**config.mk**
```make
export PLATFORM = sky130hd
export DESIGN_NAME = sprite_render_top
export DESIGN_NICKNAME = d
export VERILOG_FILES = /design/src/verilog/sprite_pkg.sv /design/src/verilog/scan_if.sv /design/src/verilog/vga_scan.sv /design/src/verilog/sprite_regs.sv /design/src/verilog/sprite_window.sv /design/src/verilog/barrier_border.sv /design/src/verilog/element_select.sv /design/src/verilog/sprite_render_top.sv
export VERILOG_INCLUDE_DIRS = /design/src /design/src/verilog
export SDC_FILE = /design/constraint.sdc
export NUM_CORES = 1
export LEC_CHECK = 0
export ABC_CLOCK_PERIOD_IN_PS = 9800
export BUFFER_PORTS_ARGS = -buffer_cell sky130_fd_sc_hd__buf_4
export CORE_ASPECT_RATIO = 1.5
export CORE_MARGIN = 2
export CORE_UTILIZATION = 45
export DETAILED_ROUTE_END_ITERATION = 7
export GPL_TIMING_DRIVEN = 0
export PLACE_DENSITY = 0.73
export SYNTH_ARGS = -nofsm -noshare
export SYNTH_HDL_FRONTEND = slang
export SYNTH_SLANG_ARGS = --single-unit
```
**constraint.sdc**
```tcl
create_clock -name clk -period 9.8 [get_ports clk]
set_input_delay 0.98 -clock clk [delete_from_list [all_inputs] [get_ports clk]]
set_output_delay 0.98 -clock clk [all_outputs]
set_load 0.02 [all_outputs]
```
**src/verilog/sprite_defs.svh**
```systemverilog
`default_nettype none
`ifndef SPRITE_DEFS_SVH
`define SPRITE_DEFS_SVH

// 800x600 grid, blanking folded into the totals
`define H_ACTIVE    800   // visible columns
`define H_TOTAL     1056  // columns per line incl blanking
`define V_ACTIVE    600   // visible lines
`define V_TOTAL     628   // lines per frame incl blanking

`define FRUIT_SIZE  25    // fruit square edge
`define HEART_SIZE  16    // heart square edge

`define FRUIT_X0    400   // fruit position after reset
`define FRUIT_Y0    400

// lives row, top right corner
`define HEART1_X    717
`define HEART2_X    734
`define HEART3_X    751
`define HEART_Y     30

`define BARRIER_W   8     // edge band thickness

`endif
`default_nettype wire

```
**src/verilog/sprite_pkg.sv**
```systemverilog
`default_nettype none
package sprite_pkg;

	typedef logic [4:0] element_t; // sprite memory select

	localparam element_t ELEM_NONE    = 5'd0;  // nothing drawn
	localparam element_t ELEM_FRUIT   = 5'd1;
	localparam element_t ELEM_HEART   = 5'd2;
	localparam element_t ELEM_BARRIER = 5'd5;  // border tiles

	typedef enum logic [2:0] {
		ST_IDLE  = 3'd0, // title screen, border only
		ST_PLAY  = 3'd1, // everything visible
		ST_PAUSE = 3'd2,
		ST_OVER  = 3'd3
	} game_state_e;

	typedef enum logic {
		REG_CTRL  = 1'b0, // state and lives
		REG_FRUIT = 1'b1  // fruit position, shadowed
	} reg_addr_e;

	typedef struct packed {
		logic [10:0] x;
		logic [9:0]  y;
	} pos_t;

	typedef struct packed {
		logic [15:0] pad;   // unused upper bits
		logic [1:0]  lives;
		game_state_e state;
	} ctrl_t;

	// one write word, meaning picked by the register address
	typedef union packed {
		pos_t  pos;
		ctrl_t ctrl;
	} cfg_word_u;

endpackage
`default_nettype wire

```
**src/verilog/scan_if.sv**
```systemverilog
`timescale 1ns/1ns
`default_nettype none
interface scan_if;
	logic [10:0] pixel_x;     // current column
	logic [9:0]  pixel_y;     // current line
	logic        active;      // inside visible area
	logic        frame_start; // last position of frame, one cycle

	modport src (
		output pixel_x,
		output pixel_y,
		output active,
		output frame_start
	);

	modport snk (
		input pixel_x,
		input pixel_y,
		input active,
		input frame_start
	);
endinterface
`default_nettype wire

```
**src/verilog/vga_scan.sv**
```systemverilog
`timescale 1ns/1ns
`include "sprite_defs.svh"
`default_nettype none
module vga_scan (
	input  wire clk,
	input  wire rst,
	scan_if.src scan
);

	logic [10:0] h_cnt;  // column counter
	logic [9:0]  v_cnt;  // line counter
	logic        h_last; // end of line
	logic        v_last; // end of frame, in lines

	assign h_last = (h_cnt == 11'(`H_TOTAL - 1));
	assign v_last = (v_cnt == 10'(`V_TOTAL - 1));

	always_ff @(posedge clk) begin
		if (rst) begin
			h_cnt <= '0;
			v_cnt <= '0;
		end else if (h_last) begin
			h_cnt <= '0; // wrap column
			if (v_last) begin
				v_cnt <= '0; // back to top
			end else begin
				v_cnt <= v_cnt + 10'd1;
			end
		end else begin
			h_cnt <= h_cnt + 11'd1;
		end
	end

	assign scan.pixel_x = h_cnt;
	assign scan.pixel_y = v_cnt;
	// visible window starts at the origin, blanking trails it
	assign scan.active = (h_cnt < 11'(`H_ACTIVE)) && (v_cnt < 10'(`V_ACTIVE));
	assign scan.frame_start = h_last && v_last; // shadow copy point

	// column counter never leaves the line
	a_x_range: assert property (@(posedge clk) disable iff (rst)
		scan.pixel_x < 11'(`H_TOTAL));

endmodule
`default_nettype wire

```
**src/verilog/sprite_regs.sv**
```systemverilog
`timescale 1ns/1ns
`include "sprite_defs.svh"
`default_nettype none
module sprite_regs (
	input  wire                   clk,
	input  wire                   rst,
	scan_if.snk                   scan,
	input  wire                   wr_en,
	input  wire sprite_pkg::reg_addr_e wr_addr,
	input  wire sprite_pkg::cfg_word_u wr_data,
	output sprite_pkg::game_state_e    state,
	output logic [1:0]            lives,
	output sprite_pkg::pos_t           fruit_pos
);

	import sprite_pkg::*;

	pos_t fruit_pend; // written position, waits for frame edge

	// control word, visible the cycle after the write
	always_ff @(posedge clk) begin
		if (rst) begin
			state <= ST_IDLE;
			lives <= 2'd3; // full health
		end else if (wr_en && wr_addr == REG_CTRL) begin
			state <= wr_data.ctrl.state;
			lives <= wr_data.ctrl.lives;
		end
	end

	// fruit position, double buffered
	always_ff @(posedge clk) begin
		if (rst) begin
			fruit_pend.x <= 11'(`FRUIT_X0);
			fruit_pend.y <= 10'(`FRUIT_Y0);
			fruit_pos.x  <= 11'(`FRUIT_X0);
			fruit_pos.y  <= 10'(`FRUIT_Y0);
		end else begin
			if (wr_en && wr_addr == REG_FRUIT) begin
				fruit_pend <= wr_data.pos; // same word read as x/y
			end
			if (scan.frame_start) begin
				fruit_pos <= fruit_pend; // no tearing mid frame
			end
		end
	end

	// a lives value of 4 or more would spill into the spare bits
	a_lives_write: assert property (@(posedge clk) disable iff (rst)
		wr_en && wr_addr == REG_CTRL
		|-> {wr_data.ctrl.pad, wr_data.ctrl.lives} <= 18'd3);

endmodule
`default_nettype wire

```
**src/verilog/sprite_window.sv**
```systemverilog
`timescale 1ns/1ns
`default_nettype none
module sprite_window #(
	parameter int                   SIZE = 16,                   // square edge in pixels
	parameter sprite_pkg::element_t ELEM = sprite_pkg::ELEM_HEART // code reported on hit
) (
	scan_if.snk                    scan,
	input  wire sprite_pkg::pos_t  pos,
	output logic                   hit,
	output sprite_pkg::element_t   element,
	output logic [9:0]             address
);

	logic [11:0] x_end; // one past right edge, extra bit vs overflow
	logic [10:0] y_end; // one past bottom edge
	logic        in_x;
	logic        in_y;
	logic [9:0]  col;   // offset into sprite
	logic [9:0]  row;

	assign x_end = {1'b0, pos.x} + 12'(SIZE);
	assign y_end = {1'b0, pos.y} + 11'(SIZE);

	assign in_x = (scan.pixel_x >= pos.x) && ({1'b0, scan.pixel_x} < x_end);
	assign in_y = (scan.pixel_y >= pos.y) && ({1'b0, scan.pixel_y} < y_end);

	assign hit = scan.active && in_x && in_y;

	// only meaningful inside the square, so truncation is safe
	assign col = 10'(scan.pixel_x - pos.x);
	assign row = scan.pixel_y - pos.y;

	assign address = row * 10'(SIZE) + col; // row-major sprite memory
	assign element = ELEM;

endmodule
`default_nettype wire

```
**src/verilog/barrier_border.sv**
```systemverilog
`timescale 1ns/1ns
`include "sprite_defs.svh"
`default_nettype none
module barrier_border (
	scan_if.snk        scan,
	output logic       hit,
	output logic [9:0] address
);

	logic edge_l; // band flags per screen side
	logic edge_r;
	logic edge_t;
	logic edge_b;

	assign edge_l = scan.pixel_x < 11'(`BARRIER_W);
	assign edge_r = scan.pixel_x >= 11'(`H_ACTIVE - `BARRIER_W);
	assign edge_t = scan.pixel_y < 10'(`BARRIER_W);
	assign edge_b = scan.pixel_y >= 10'(`V_ACTIVE - `BARRIER_W);

	// blanking excluded, right/bottom bands are relative to visible size
	assign hit = scan.active && (edge_l || edge_r || edge_t || edge_b);

	// 32x32 tile repeats across the band
	assign address = {scan.pixel_y[4:0], scan.pixel_x[4:0]};

endmodule
`default_nettype wire

```
**src/verilog/element_select.sv**
```systemverilog
`timescale 1ns/1ns
`default_nettype none
module element_select (
	input  wire                       clk,
	input  wire                       rst,
	scan_if.snk                       scan,
	input  wire sprite_pkg::game_state_e state,
	input  wire [1:0]                 lives,
	input  wire                       barrier_hit,
	input  wire [9:0]                 barrier_addr,
	input  wire                       fruit_hit,
	input  wire sprite_pkg::element_t fruit_elem,
	input  wire [9:0]                 fruit_addr,
	input  wire                       heart1_hit,
	input  wire sprite_pkg::element_t heart1_elem,
	input  wire [9:0]                 heart1_addr,
	input  wire                       heart2_hit,
	input  wire sprite_pkg::element_t heart2_elem,
	input  wire [9:0]                 heart2_addr,
	input  wire                       heart3_hit,
	input  wire sprite_pkg::element_t heart3_elem,
	input  wire [9:0]                 heart3_addr,
	output sprite_pkg::element_t      element,
	output logic [9:0]                address,
	output logic                      ready
);

	import sprite_pkg::*;

	logic     playing;  // sprites only drawn in play
	element_t sel_elem; // combinational winner
	logic [9:0] sel_addr;
	logic     sel_hit;

	assign playing = (state == ST_PLAY);

	always_comb begin
		sel_elem = ELEM_NONE;
		sel_addr = '0;
		sel_hit  = 1'b0;
		if (barrier_hit) begin // border beats everything, any state
			sel_elem = ELEM_BARRIER;
			sel_addr = barrier_addr;
			sel_hit  = 1'b1;
		end else if (playing && fruit_hit) begin
			sel_elem = fruit_elem;
			sel_addr = fruit_addr;
			sel_hit  = 1'b1;
		end else if (playing && heart1_hit && lives >= 2'd1) begin
			sel_elem = heart1_elem;
			sel_addr = heart1_addr;
			sel_hit  = 1'b1;
		end else if (playing && heart2_hit && lives >= 2'd2) begin
			sel_elem = heart2_elem;
			sel_addr = heart2_addr;
			sel_hit  = 1'b1;
		end else if (playing && heart3_hit && lives == 2'd3) begin
			sel_elem = heart3_elem;
			sel_addr = heart3_addr;
			sel_hit  = 1'b1;
		end
	end

	// one cycle behind the scan position
	always_ff @(posedge clk) begin
		if (rst || !scan.active) begin // blanking forces zeros
			element <= ELEM_NONE;
			address <= '0;
			ready   <= 1'b0;
		end else begin
			element <= sel_elem;
			address <= sel_addr;
			ready   <= sel_hit;
		end
	end

	// downstream may sample element/address without looking at ready
	a_idle_zero: assert property (@(posedge clk) disable iff (rst)
		!ready |-> element == ELEM_NONE && address == '0);

endmodule
`default_nettype wire

```
**src/verilog/sprite_render_top.sv**
```systemverilog
`timescale 1ns/1ns
`include "sprite_defs.svh"
`default_nettype none
module sprite_render_top (
	input  wire                        clk,
	input  wire                        rst,
	input  wire                        wr_en,
	input  wire sprite_pkg::reg_addr_e wr_addr,
	input  wire sprite_pkg::cfg_word_u wr_data,
	output logic [10:0]                pixel_x,
	output logic [9:0]                 pixel_y,
	output logic                       active,
	output sprite_pkg::element_t       element,
	output logic [9:0]                 address,
	output logic                       ready
);

	import sprite_pkg::*;

	// hearts never move
	localparam pos_t HEART1_POS = '{x: 11'(`HEART1_X), y: 10'(`HEART_Y)};
	localparam pos_t HEART2_POS = '{x: 11'(`HEART2_X), y: 10'(`HEART_Y)};
	localparam pos_t HEART3_POS = '{x: 11'(`HEART3_X), y: 10'(`HEART_Y)};

	game_state_e state;
	logic [1:0]  lives;
	pos_t        fruit_pos;  // live copy, frame aligned

	logic        barrier_hit;
	logic [9:0]  barrier_addr;
	logic        fruit_hit;
	element_t    fruit_elem;
	logic [9:0]  fruit_addr;
	logic        heart1_hit;
	element_t    heart1_elem;
	logic [9:0]  heart1_addr;
	logic        heart2_hit;
	element_t    heart2_elem;
	logic [9:0]  heart2_addr;
	logic        heart3_hit;
	element_t    heart3_elem;
	logic [9:0]  heart3_addr;

	scan_if scan ();

	vga_scan scan_gen (.clk(clk), .rst(rst), .scan(scan.src));

	sprite_regs regs (
		.clk(clk), .rst(rst), .scan(scan.snk),
		.wr_en(wr_en), .wr_addr(wr_addr), .wr_data(wr_data),
		.state(state), .lives(lives), .fruit_pos(fruit_pos)
	);

	sprite_window #(.SIZE(`FRUIT_SIZE), .ELEM(ELEM_FRUIT)) fruit_win (
		.scan(scan.snk), .pos(fruit_pos),
		.hit(fruit_hit), .element(fruit_elem), .address(fruit_addr)
	);

	sprite_window #(.SIZE(`HEART_SIZE), .ELEM(ELEM_HEART)) heart1_win (
		.scan(scan.snk), .pos(HEART1_POS),
		.hit(heart1_hit), .element(heart1_elem), .address(heart1_addr)
	);

	sprite_window #(.SIZE(`HEART_SIZE), .ELEM(ELEM_HEART)) heart2_win (
		.scan(scan.snk), .pos(HEART2_POS),
		.hit(heart2_hit), .element(heart2_elem), .address(heart2_addr)
	);

	sprite_window #(.SIZE(`HEART_SIZE), .ELEM(ELEM_HEART)) heart3_win (
		.scan(scan.snk), .pos(HEART3_POS),
		.hit(heart3_hit), .element(heart3_elem), .address(heart3_addr)
	);

	barrier_border border (.scan(scan.snk), .hit(barrier_hit), .address(barrier_addr));

	element_select sel (
		.clk(clk), .rst(rst), .scan(scan.snk),
		.state(state), .lives(lives),
		.barrier_hit(barrier_hit), .barrier_addr(barrier_addr),
		.fruit_hit(fruit_hit), .fruit_elem(fruit_elem), .fruit_addr(fruit_addr),
		.heart1_hit(heart1_hit), .heart1_elem(heart1_elem), .heart1_addr(heart1_addr),
		.heart2_hit(heart2_hit), .heart2_elem(heart2_elem), .heart2_addr(heart2_addr),
		.heart3_hit(heart3_hit), .heart3_elem(heart3_elem), .heart3_addr(heart3_addr),
		.element(element), .address(address), .ready(ready)
	);

	// scan position leaves same cycle, pixel data one later
	assign pixel_x = scan.pixel_x;
	assign pixel_y = scan.pixel_y;
	assign active  = scan.active;

endmodule
`default_nettype wire

```
Word level (Yosys, flattened, before mapping)
Cells that the tools add are included.
{"block": "word_totals", "ff_bits": 84, "in_bits": 25, "output_inout_bits": 38, "wordCells": 103}
{"block": "classes", "addsub": 14, "mul": 1, "order_cmp": 20, "eq_ne": 4, "mux": 16, "n_bitwise": 1, "reduce_logical": 34}
{"cell": "two-way mux 10 bit", "n": 6}
{"cell": "greater-or-equal comparator 11 x 10 -> 1 bit (second input constant)", "n": 4}
{"cell": "< comparator 11 x 10 -> 1 bit (second input constant)", "n": 4}
{"cell": "adder 10 bit", "n": 4}
{"cell": "subtractor 10 bit (second input constant)", "n": 3}
{"cell": "logical AND 1 bit", "n": 26}
{"cell": "subtractor 10 bit", "n": 2}
{"cell": "adder 11 x 5 -> 12 bit (second input constant)", "n": 1}
{"cell": "< comparator 11 x 12 -> 1 bit", "n": 1}
{"cell": "two-way mux 3 bit", "n": 4}
{"cell": "adder 10 x 5 -> 11 bit (second input constant)", "n": 1}
{"cell": "adder 11 x 1 -> 11 bit (second input constant)", "n": 1}
{"cell": "== test 11 bit (second input constant)", "n": 1}
{"cell": "greater-or-equal comparator 11 bit", "n": 1}
{"cell": "< comparator 10 x 11 -> 1 bit", "n": 1}
{"cell": "< comparator 11 x 4 -> 1 bit (second input constant)", "n": 1}
{"cell": "adder 10 x 1 -> 10 bit (second input constant)", "n": 1}
{"cell": "== test 10 bit (second input constant)", "n": 1}
{"cell": "greater-or-equal comparator 10 bit", "n": 1}
{"cell": "greater-or-equal comparator 10 bit (second input constant)", "n": 1}
{"cell": "greater-or-equal comparator 10 x 5 -> 1 bit (second input constant)", "n": 1}
{"cell": "< comparator 10 bit (second input constant)", "n": 1}
{"cell": "< comparator 10 x 4 -> 1 bit (second input constant)", "n": 1}
{"cell": "< comparator 10 x 6 -> 1 bit (second input constant)", "n": 1}
{"cell": "other kinds (14)", "n": 21}

Logic depth before layout (Yosys ltp)
Gate-level depths: netlist (run 1).
{"block": "logic_depth", "word_depth": 11, "depth_mapped": 24, "ltp_nobuf": 24}

By module
From an unflattened synthesis (run 1), not the netlist that was laid out.
{"block": "hier_totals", "hier_cells": 1404, "hier_area_um2": 11815.1}
{"module": "sprite_window at fruit_win", "n_inst": 1, "cells_per_inst": 324, "area_per_inst_um2": 2630.0, "seq_area_each_um2": 0.0}
{"module": "sprite_regs", "n_inst": 1, "cells_per_inst": 178, "area_per_inst_um2": 1858.0, "seq_area_each_um2": 940.9}
{"module": "sprite_window at heart1_win", "n_inst": 1, "cells_per_inst": 215, "area_per_inst_um2": 1674.1, "seq_area_each_um2": 0.0}
{"module": "sprite_window at heart2_win", "n_inst": 1, "cells_per_inst": 211, "area_per_inst_um2": 1671.6, "seq_area_each_um2": 0.0}
{"module": "sprite_window at heart3_win", "n_inst": 1, "cells_per_inst": 209, "area_per_inst_um2": 1671.6, "seq_area_each_um2": 0.0}
{"module": "vga_scan", "n_inst": 1, "cells_per_inst": 128, "area_per_inst_um2": 1081.0, "seq_area_each_um2": 420.4}
{"module": "element_select", "n_inst": 1, "cells_per_inst": 114, "area_per_inst_um2": 1054.8, "seq_area_each_um2": 320.3}
{"module": "barrier_border", "n_inst": 1, "cells_per_inst": 23, "area_per_inst_um2": 166.4, "seq_area_each_um2": 0.0}
{"module": "sprite_render_top", "n_inst": 1, "cells_per_inst": 2, "area_per_inst_um2": 7.5, "seq_area_each_um2": 0.0}

Worst setup path before layout (run 1)
No wires, ideal clock.
{"block": "synth_timing", "path_type": "register to register", "startpoint": "reg scan_gen.v_cnt[0] (netlist: scan_gen.scan.pixel_y[0])", "endpoint": "reg sel.address[9]", "setup_time_ps": 71, "arrival_ps": 5436, "required_time_ps": 9729, "path_slack_ps": 4293, "stages_incl_launch_ff": 23, "n_path_buf": 0, "synth_period_minus_slack_ps": 5507, "path_cell_list": "dfxtp_1 inv_1 ha_1 fa_1 nand2b_1 nand2b_1 nand2_1 a21oi_1 inv_1 fa_1 inv_1 fa_1 ha_1 inv_1 fa_1 inv_1 ha_1 o41ai_1 xnor3_1 nor4_1 nor3_1 a211o_1 a21oi_1"}
{"block": "synth_via", "elab_chain_len": 11, "elab_cells_between_ends": 42, "cone_classes": "add/sub (6); mul (1); order compare (7); mux (5); reduce/logical (23)"}
{"item": "start: declaration", "line_no": "vga_scan.sv:11", "rtl": "logic [9:0] v_cnt;"}
{"item": "start signal: assignment", "line_no": "vga_scan.sv:27", "rtl": "v_cnt <= v_cnt + 10'd1;"}
{"item": "branches (longest 11 deep; another with subtractor 10 bit)"}
{"item": "end signal: assignment", "line_no": "element_select.sv:72", "rtl": "address <= sel_addr;"}
{"item": "end: declaration", "line_no": "element_select.sv:24", "rtl": "output logic [9:0] address,"}
Parallel ways; which one is timed is not known.
A chain may end at the register's enable or synchronous reset.

Final worst setup path (run 1)
Same ends and word-level chain as after synthesis.

==> impl_metrics.toml, run 1 <==
[run]
drv_cap = 0

[route]
dr_total_vias = 6351
via_per_inst = 5.50
ant_nets = 0
drc = 0
dr.pass1.iters = 6
finalWirelength_mm = 19.2
wl_per_cell_microns = 16.7
dr.first_iter.drc_count = 211

[placement]
placedCellCount = 1139
portBuffers = 59
dp.final_hpwl_mm = 15.2
placed_area_sq_um = 7790
place_ws_ns = 3.65
place_congestion = 0.906

[clocking]
cts.sinks = 82
numCtsBuffers = 9
cts_resized = 0
cts_tree = "built"
post_cts_buffers = 0
cts_htree_levels = 3
cts-root-buf = "clkbuf_16"
clk_latency_ns = 0.35
ctsLongestPathBuffers = 2
cts_hold_buffers = 0
path_clk_slew_ns = 0.06

[cells_and_area]
postLayoutCellArea_sq_um = 8110
fillCellCount = 1554
syn2layout_area_growth_pct = 14.4
fin_nets = 1082
register_area_sq_um = 1640
multi_input_area_sq_um = 4890
postLayoutCoreUtil_pct = 52.1
antenna_cells = 0
drive_gt1_share_pct = 12.4
layoutNonFillerInstCount = 1155

[die]
die_area_sq_um = 16800
core_sq_um = 15600
pin_count = 63
die_x_microns = 107
fp.dieH_microns = 158
initial_core_util_pct = 45.6
rows = 56

[yosys]
synth_top_cell_by_area = "dfxtp_1"
synth_seq_area_share_pct = 23.1
synth_flop_cell = "dfxtp_1"
netlist.area_leader.share_pct = 23.1
synthCells = 876
synth-seq-cells = 82
synth.avg_cell_area_sq_um = 8.10
yosys-top-cells-count = "ha_1 (93), inv_1 (93), nor2_1 (93), nand2_1 (90), dfxtp_1 (82)"
yosys_warnings = 0
synth.area.top_cells = "dfxtp_1 (23%), ha_1 (16%), xnor2_1 (5.8%)"
async_flop_share_pct = 0
netlist_area_sq_um = 7090
synth_cell_types = 76
synth_edf_count = 0

[timing]
whs_ns = 0.456
maxSlewViolCount = 0
tightest_slew_ns = 0.896
final-setup-viol-count = 0
finalWorstSetupSlack_ns = 3.64
fin_crit_sh_pct = 62.9
tns_ns = 0
hold_viol = 0
fin_crit_ns = 6.16
fmax_mhz = 162
max_slew_margin_pct = 39.8
skew_ns = 0.00549
rsz0062_at_grt = "false"

[pwr]
switchingPower_mw = 0.182
p_clk_share_pct = 47.9
finalPower_mw = 0.770
switching_share_pct = 23.7
vdd_ir_drop_max_v = 0.0000626
cellPowerDensity_nw_per_um2 = 95.0
p_int_mw = 0.588
p_seq_share_pct = 45.3
p_leak_nw = 3.59
power_frac_comb_pct = 6.8

[global_route]
overflow = 0
grt_pass1_wl_mm = 30.9
grt_pass1_vias = 6288
antenna_found_initial = 0
track_usage_pct = 23.6
grt_max_degree = 15

[setup_path]
crit_path_max_fanout = 8
cp.arrival_ns = 6.42
critPathKind = "reg -> reg"
required_ns = 10.06
start_kind = "flip-flop"
cp-end-kind = "flip-flop"

[outcome]
status = "finished clean"

[hold_path]
min_path_type = "reg -> reg"
[cell type report]
type                            count  share of cell area [%]
Clock buffer                       10                    2.82
Clock inverter                      6                    1.11
Inverter                           94                    4.35
Buffer                             38                    2.62
Sequential cell                    82                    20.2
Tap cell                          203                    3.13
Multi-Input combinational cell    663                    60.3
Timing Repair Buffer               59                    5.46
[worst paths after layout]
check / from / to / slack (ns) / cells after the start
setup / recovery: scan_gen.scan.pixel_y[0]$_SDFFE_PP0P_ / sel.address[9]$_SDFF_PP0_ / 3.64 / 22
hold / removal: regs.fruit_pend[13]$_SDFFE_PP0P_ / regs.fruit_pend[13]$_SDFFE_PP0P_ / 0.46 / 2
setup reg to reg: scan_gen.scan.pixel_y[0]$_SDFFE_PP0P_ / sel.address[9]$_SDFF_PP0_ / 3.64 / 22
hold reg to reg: regs.fruit_pend[13]$_SDFFE_PP0P_ / regs.fruit_pend[13]$_SDFFE_PP0P_ / 0.46 / 2
[state kept, by name, summed over array words and instances, names as in the netlist]
register / count
regs.fruit_pend: 21
sel.address: 10
regs.lives: 2
sel.element: 3
sel.ready: 1
scan_gen.scan.pixel_y: 10
regs.state: 3
scan_gen.scan.pixel_x: 11
regs.fruit_pos: 21
[logic make-up after synthesis]
group,after synthesis,share of synthesized area (%)
other,1,0.0529
adders and majority gates,112,21.5
DFF,82,23.1
and+or+nand+nor,298,19.9
xor gates and xnor gates,64,8.10
AOI/OAI and AO/OA,165,16.2
muxes,22,3.14
buffers and inverters,132,7.97
[routing by layer]
layer | GRT usage [%] | up-vias | part of all wire, %
li1 | - | 3148 | -
met1 | 23.4 | 2907 | 37
met2 | 45.8 | 230 | 53
met3 | 3.54 | 66 | 4.7
met4 | 14.0 | 0 | 6.1
met5 | 0 | - | 0
[cell usage in the layout, fill, tap and decap left out, drive strengths merged, types with 28 or more instances in the layout]
| master | count |
|---|---|
| inv | 95 |
| xnor2 | 47 |
| ha | 93 |
| buf | 78 |
| clkbuf | 29 |
| nand2 | 90 |
| nor2 | 95 |
| dfxtp | 82 |
| a21oi | 50 |
| o21ai | 28 |
[power by group through the flow]
stage	logic (mW)	clock network (mW)	registers [mW]
2_1_floorplan	0.0287	0	0.356
3_3_place_gp	0.0517	0	0.356
3_5_place_dp	0.0524	0	0.357
4_1_cts	0.0528	0.375	0.349
5_1_grt	0.0587	0.389	0.350
6_report	0.0524	0.369	0.349
[worst max-delay path, cell delays in order, from the launching register on]
cell	delay, ns
dfxtp_1	0.58
inv_1	0.24
ha_1	0.29
fa_1	0.39
nand2b_1	0.19
nand2b_1	0.08
nand2_1	0.05
a21oi_1	0.34
inv_1	0.11
fa_1	0.52
inv_1	0.06
fa_1	0.48
ha_1	0.30
inv_1	0.05
fa_1	0.49
inv_1	0.04
ha_1	0.21
o41ai_1	0.47
xnor3_1	0.42
nor4_1	0.21
nor3_1	0.11
a211o_1	0.28
a21oi_1	0.16
No activity file was read; power rests on OpenSTA's default activity.
==> run 2, diff against run 1 <==
- ABC_AREA: default -> 1
- ABC_CLOCK_PERIOD_IN_PS: 9800 -> 6300
- clock period: 9.8 -> 6.3 ns (I/O delays scaled with it)
==> run 2 against run 1 <==
  * Hold slack better by 0.021 ns
  * Non-clock buffer count down 14
  * Design area up 6.3%
  * Via count up 18%
  * Critical path depth up 2
  * Final cell count up 21%
  * Flip-flop and latch count unchanged
  * Count of clock-buffer cells in the layout unchanged
  * Die area up 7.4%
  * Synthesized cell count up 27%
  * Global-route usage up 2.2 points
  * Utilization down 0.49 points
  * Largest cell class unchanged
  * Largest power group is now registers
==> impl_metrics.toml, run 2 <==
[placement]
dp.final_hpwl_mm = 18.1
portBuffers = 59
placed_area_sq_um = 8350
place_ws_ns = 0.809
place_congestion = 0.956

[route]
finalWirelength_mm = 22.2
ant_nets = 0
drc = 0
wl_per_cell_microns = 15.8
dr_total_vias = 7480
dr.first_iter.drc_count = 363
via_per_inst = 5.34
dr.pass1.iters = 5

[cells_and_area]
mostFrequentLayoutCell = "nand2_1"
syn2layout_area_growth_pct = 12.9
postLayoutCoreUtil_pct = 51.7
postLayoutCellArea_sq_um = 8620
fin_nets = 1322
final_cell_mix = "nand2_1 (244), inv_1 (166), nor2_1 (106)"
antenna_cells = 0
drive_gt1_share_pct = 11.2

[timing]
finalWorstSetupSlack_ns = 0.622
maxSlewViolCount = 0
final-setup-viol-count = 0
rsz0062_at_grt = "false"
max_slew_margin_pct = 40.7
fmax_mhz = 176
skew_ns = 0.0101
fin_crit_ns = 5.68
fin_crit_sh_pct = 90.1
tightest_slew_ns = 0.882
hold_viol = 0
tns_ns = 0

[yosys]
yosys-top-cells-count = "nand2_1 (244), inv_1 (166), nor2_1 (106), ha_1 (93), dfxtp_1 (82)"
synth_top_family_by_area = "simple AND/OR/NAND/NOR gates"
synth-seq-cells = 82
synthAdderAreaFrac_pct = 19.7
yosys_warnings = 0
async_flop_share_pct = 0
synth-xor-area-share_pct = 5.73
synth_cell_types = 46
netlist.area_leader.share_pct = 21.5
synth_edf_count = 0
synth.area.top_cells = "dfxtp_1 (21%), ha_1 (15%), nand2_1 (12%)"
netlist_area_sq_um = 7640
synth.avg_cell_area_sq_um = 6.84
synthMuxAreaShare_pct = 0
synthCells = 1116
synth_seq_area_share_pct = 21.5
yosysMostFrequentCell = "nand2_1"
synth_top_cell_by_area = "dfxtp_1"
synthSimpleGateAreaFrac_pct = 31.4
synth_compound_area_share_pct = 11.3
synth_flop_cell = "dfxtp_1"

[clocking]
ctsLongestPathBuffers = 2
cts_htree_levels = 3
path_clk_slew_ns = 0.07
cts.sinks = 82
cts_resized = 0
numCtsBuffers = 9
post_cts_buffers = 0
cts-root-buf = "clkbuf_16"
clk_latency_ns = 0.35
cts_tree = "built"
cts_hold_buffers = 0

[setup_path]
crit_path_cell_trace = "inv_1 -> fa_1 -> inv_1 -> a31oi_1 -> xnor2_1 -> inv_1 -> fa_1 -> inv_1 -> fa_1 -> ha_1 -> inv_1 -> fa_1 -> inv_1 -> ha_1 -> a21oi_1 -> o21ai_0 -> a31oi_1 -> inv_1 -> nand3_1 -> nand3_1 -> nand3_1 -> nand2_1 -> nand2_1 -> nand2_1"
cp-end-kind = "flip-flop"
critPathTopFamily = "adder cells"
path_buf_inv = 7
start_kind = "flip-flop"
worst_path_largest_cell_delay_ns = 0.72
critPathKind = "reg -> reg"
crit_path_max_fanout = 8
crit_slowest_cell = "dfxtp_1"
required_ns = 6.54
path_common_cell = "inv_1"
cp.arrival_ns = 5.92

[die]
fp.dieH_microns = 164
die_area_sq_um = 18000
pin_count = 63
die_x_microns = 110
core_sq_um = 16700
initial_core_util_pct = 45.7
rows = 58

[pwr]
p_leak_nw = 4.39
finalPower_mw = 1.14
vdd_ir_drop_max_v = 0.000132
cellPowerDensity_nw_per_um2 = 132

[global_route]
grt_pass1_wl_mm = 35.7
grt_pass1_vias = 7373
overflow = 0
grt_max_degree = 16
antenna_found_initial = 0
track_usage_pct = 25.8

[outcome]
status = "finished clean"

[run]
drv_cap = 0

[hold_path]
min_path_type = "in -> reg"
[run 2: cell count changes after synthesis, moves of 10 or more]
cell / before / now
a211o_1: 11 / 0
a21oi_1: 47 / 70
inv_1: 93 / 166
mux2i_1: 20 / 0
nand2_1: 90 / 244
nand2b_1: 10 / 0
nand3_1: 26 / 76
nand4_1: 8 / 30
nor2_1: 93 / 106
o21ai_0: 27 / 52
xnor2_1: 47 / 12
xor2_1: 16 / 38
[run 2: final timing paths]
kind,startpoint,endpoint,slack [ns],cells after the start
worst max-delay path,scan_gen.scan.pixel_y[1]$_SDFFE_PP0P_,sel.address[9]$_SDFF_PP0_,0.62,24
worst min-delay path,wr_data[17],regs.fruit_pend[17]$_SDFFE_PP1P_,0.48,3
worst max register to register,scan_gen.scan.pixel_y[1]$_SDFFE_PP0P_,sel.address[9]$_SDFF_PP0_,0.62,24
worst min register to register,regs.fruit_pend[4]$_SDFFE_PP1P_,regs.fruit_pend[4]$_SDFFE_PP1P_,0.48,2
[run 2: stage by stage]
step                      cells  hold slack, ns
after global routing       1402           0.486
final                      1402           0.477
after detailed placement   1386           0.466
after CTS                  1402           0.470
after floorplan            1117           0.442
after global placement     1386           0.460
[run 2: kinds of logic (layout without fill, tap and decap cells)]
kind of cell,count (synthesis),in the layout
simple gates,517,517
fa+ha+maj,110,110
other cells,1,2
buf+inv,199,274
compound gates,157,157
xor+xnor,50,50
flops,82,82
[run 2: worst reg2reg max path: cells and delay by family, from the launching register on]
kind	cells	cell delay (ns)
AO/OA/AOI/OAI	4	0.60
XOR/XNOR	1	0.22
adder cells (fa/ha/maj)	6	2.67
buffers and inverters	7	0.90
flip-flops	1	0.72
AND/OR/NAND/NOR	6	0.45
[run 2: routing by layer]
layer | vias to the layer above | wire length, microns | GRT usage [%]
met5 | - | 0 | 0
met4 | 0 | 1430 | 16.1
met3 | 79 | 927 | 3.51
met2 | 244 | 11400 | 47.2
met1 | 3404 | 8370 | 27.1
li1 | 3753 | - | -
[run 2: cell type report]
type / count / area (sq um)
Timing Repair Buffer: 59 / 443
Clock buffer: 10 / 229
Multi-Input combinational cell: 836 / 5210
Buffer: 24 / 134
Clock inverter: 6 / 47.5
Inverter: 175 / 657
Fill cell: 1719 / 8070
Sequential cell: 82 / 1640
Tap cell: 210 / 263
[run 2: where the power goes]
part	internal [mW]	total [mW]	switching (mW)
Clock	0.271	0.504	0.233
Sequential	0.533	0.547	0.0137
Combinational	0.0370	0.0914	0.0544
Total	0.841	1.14	0.301
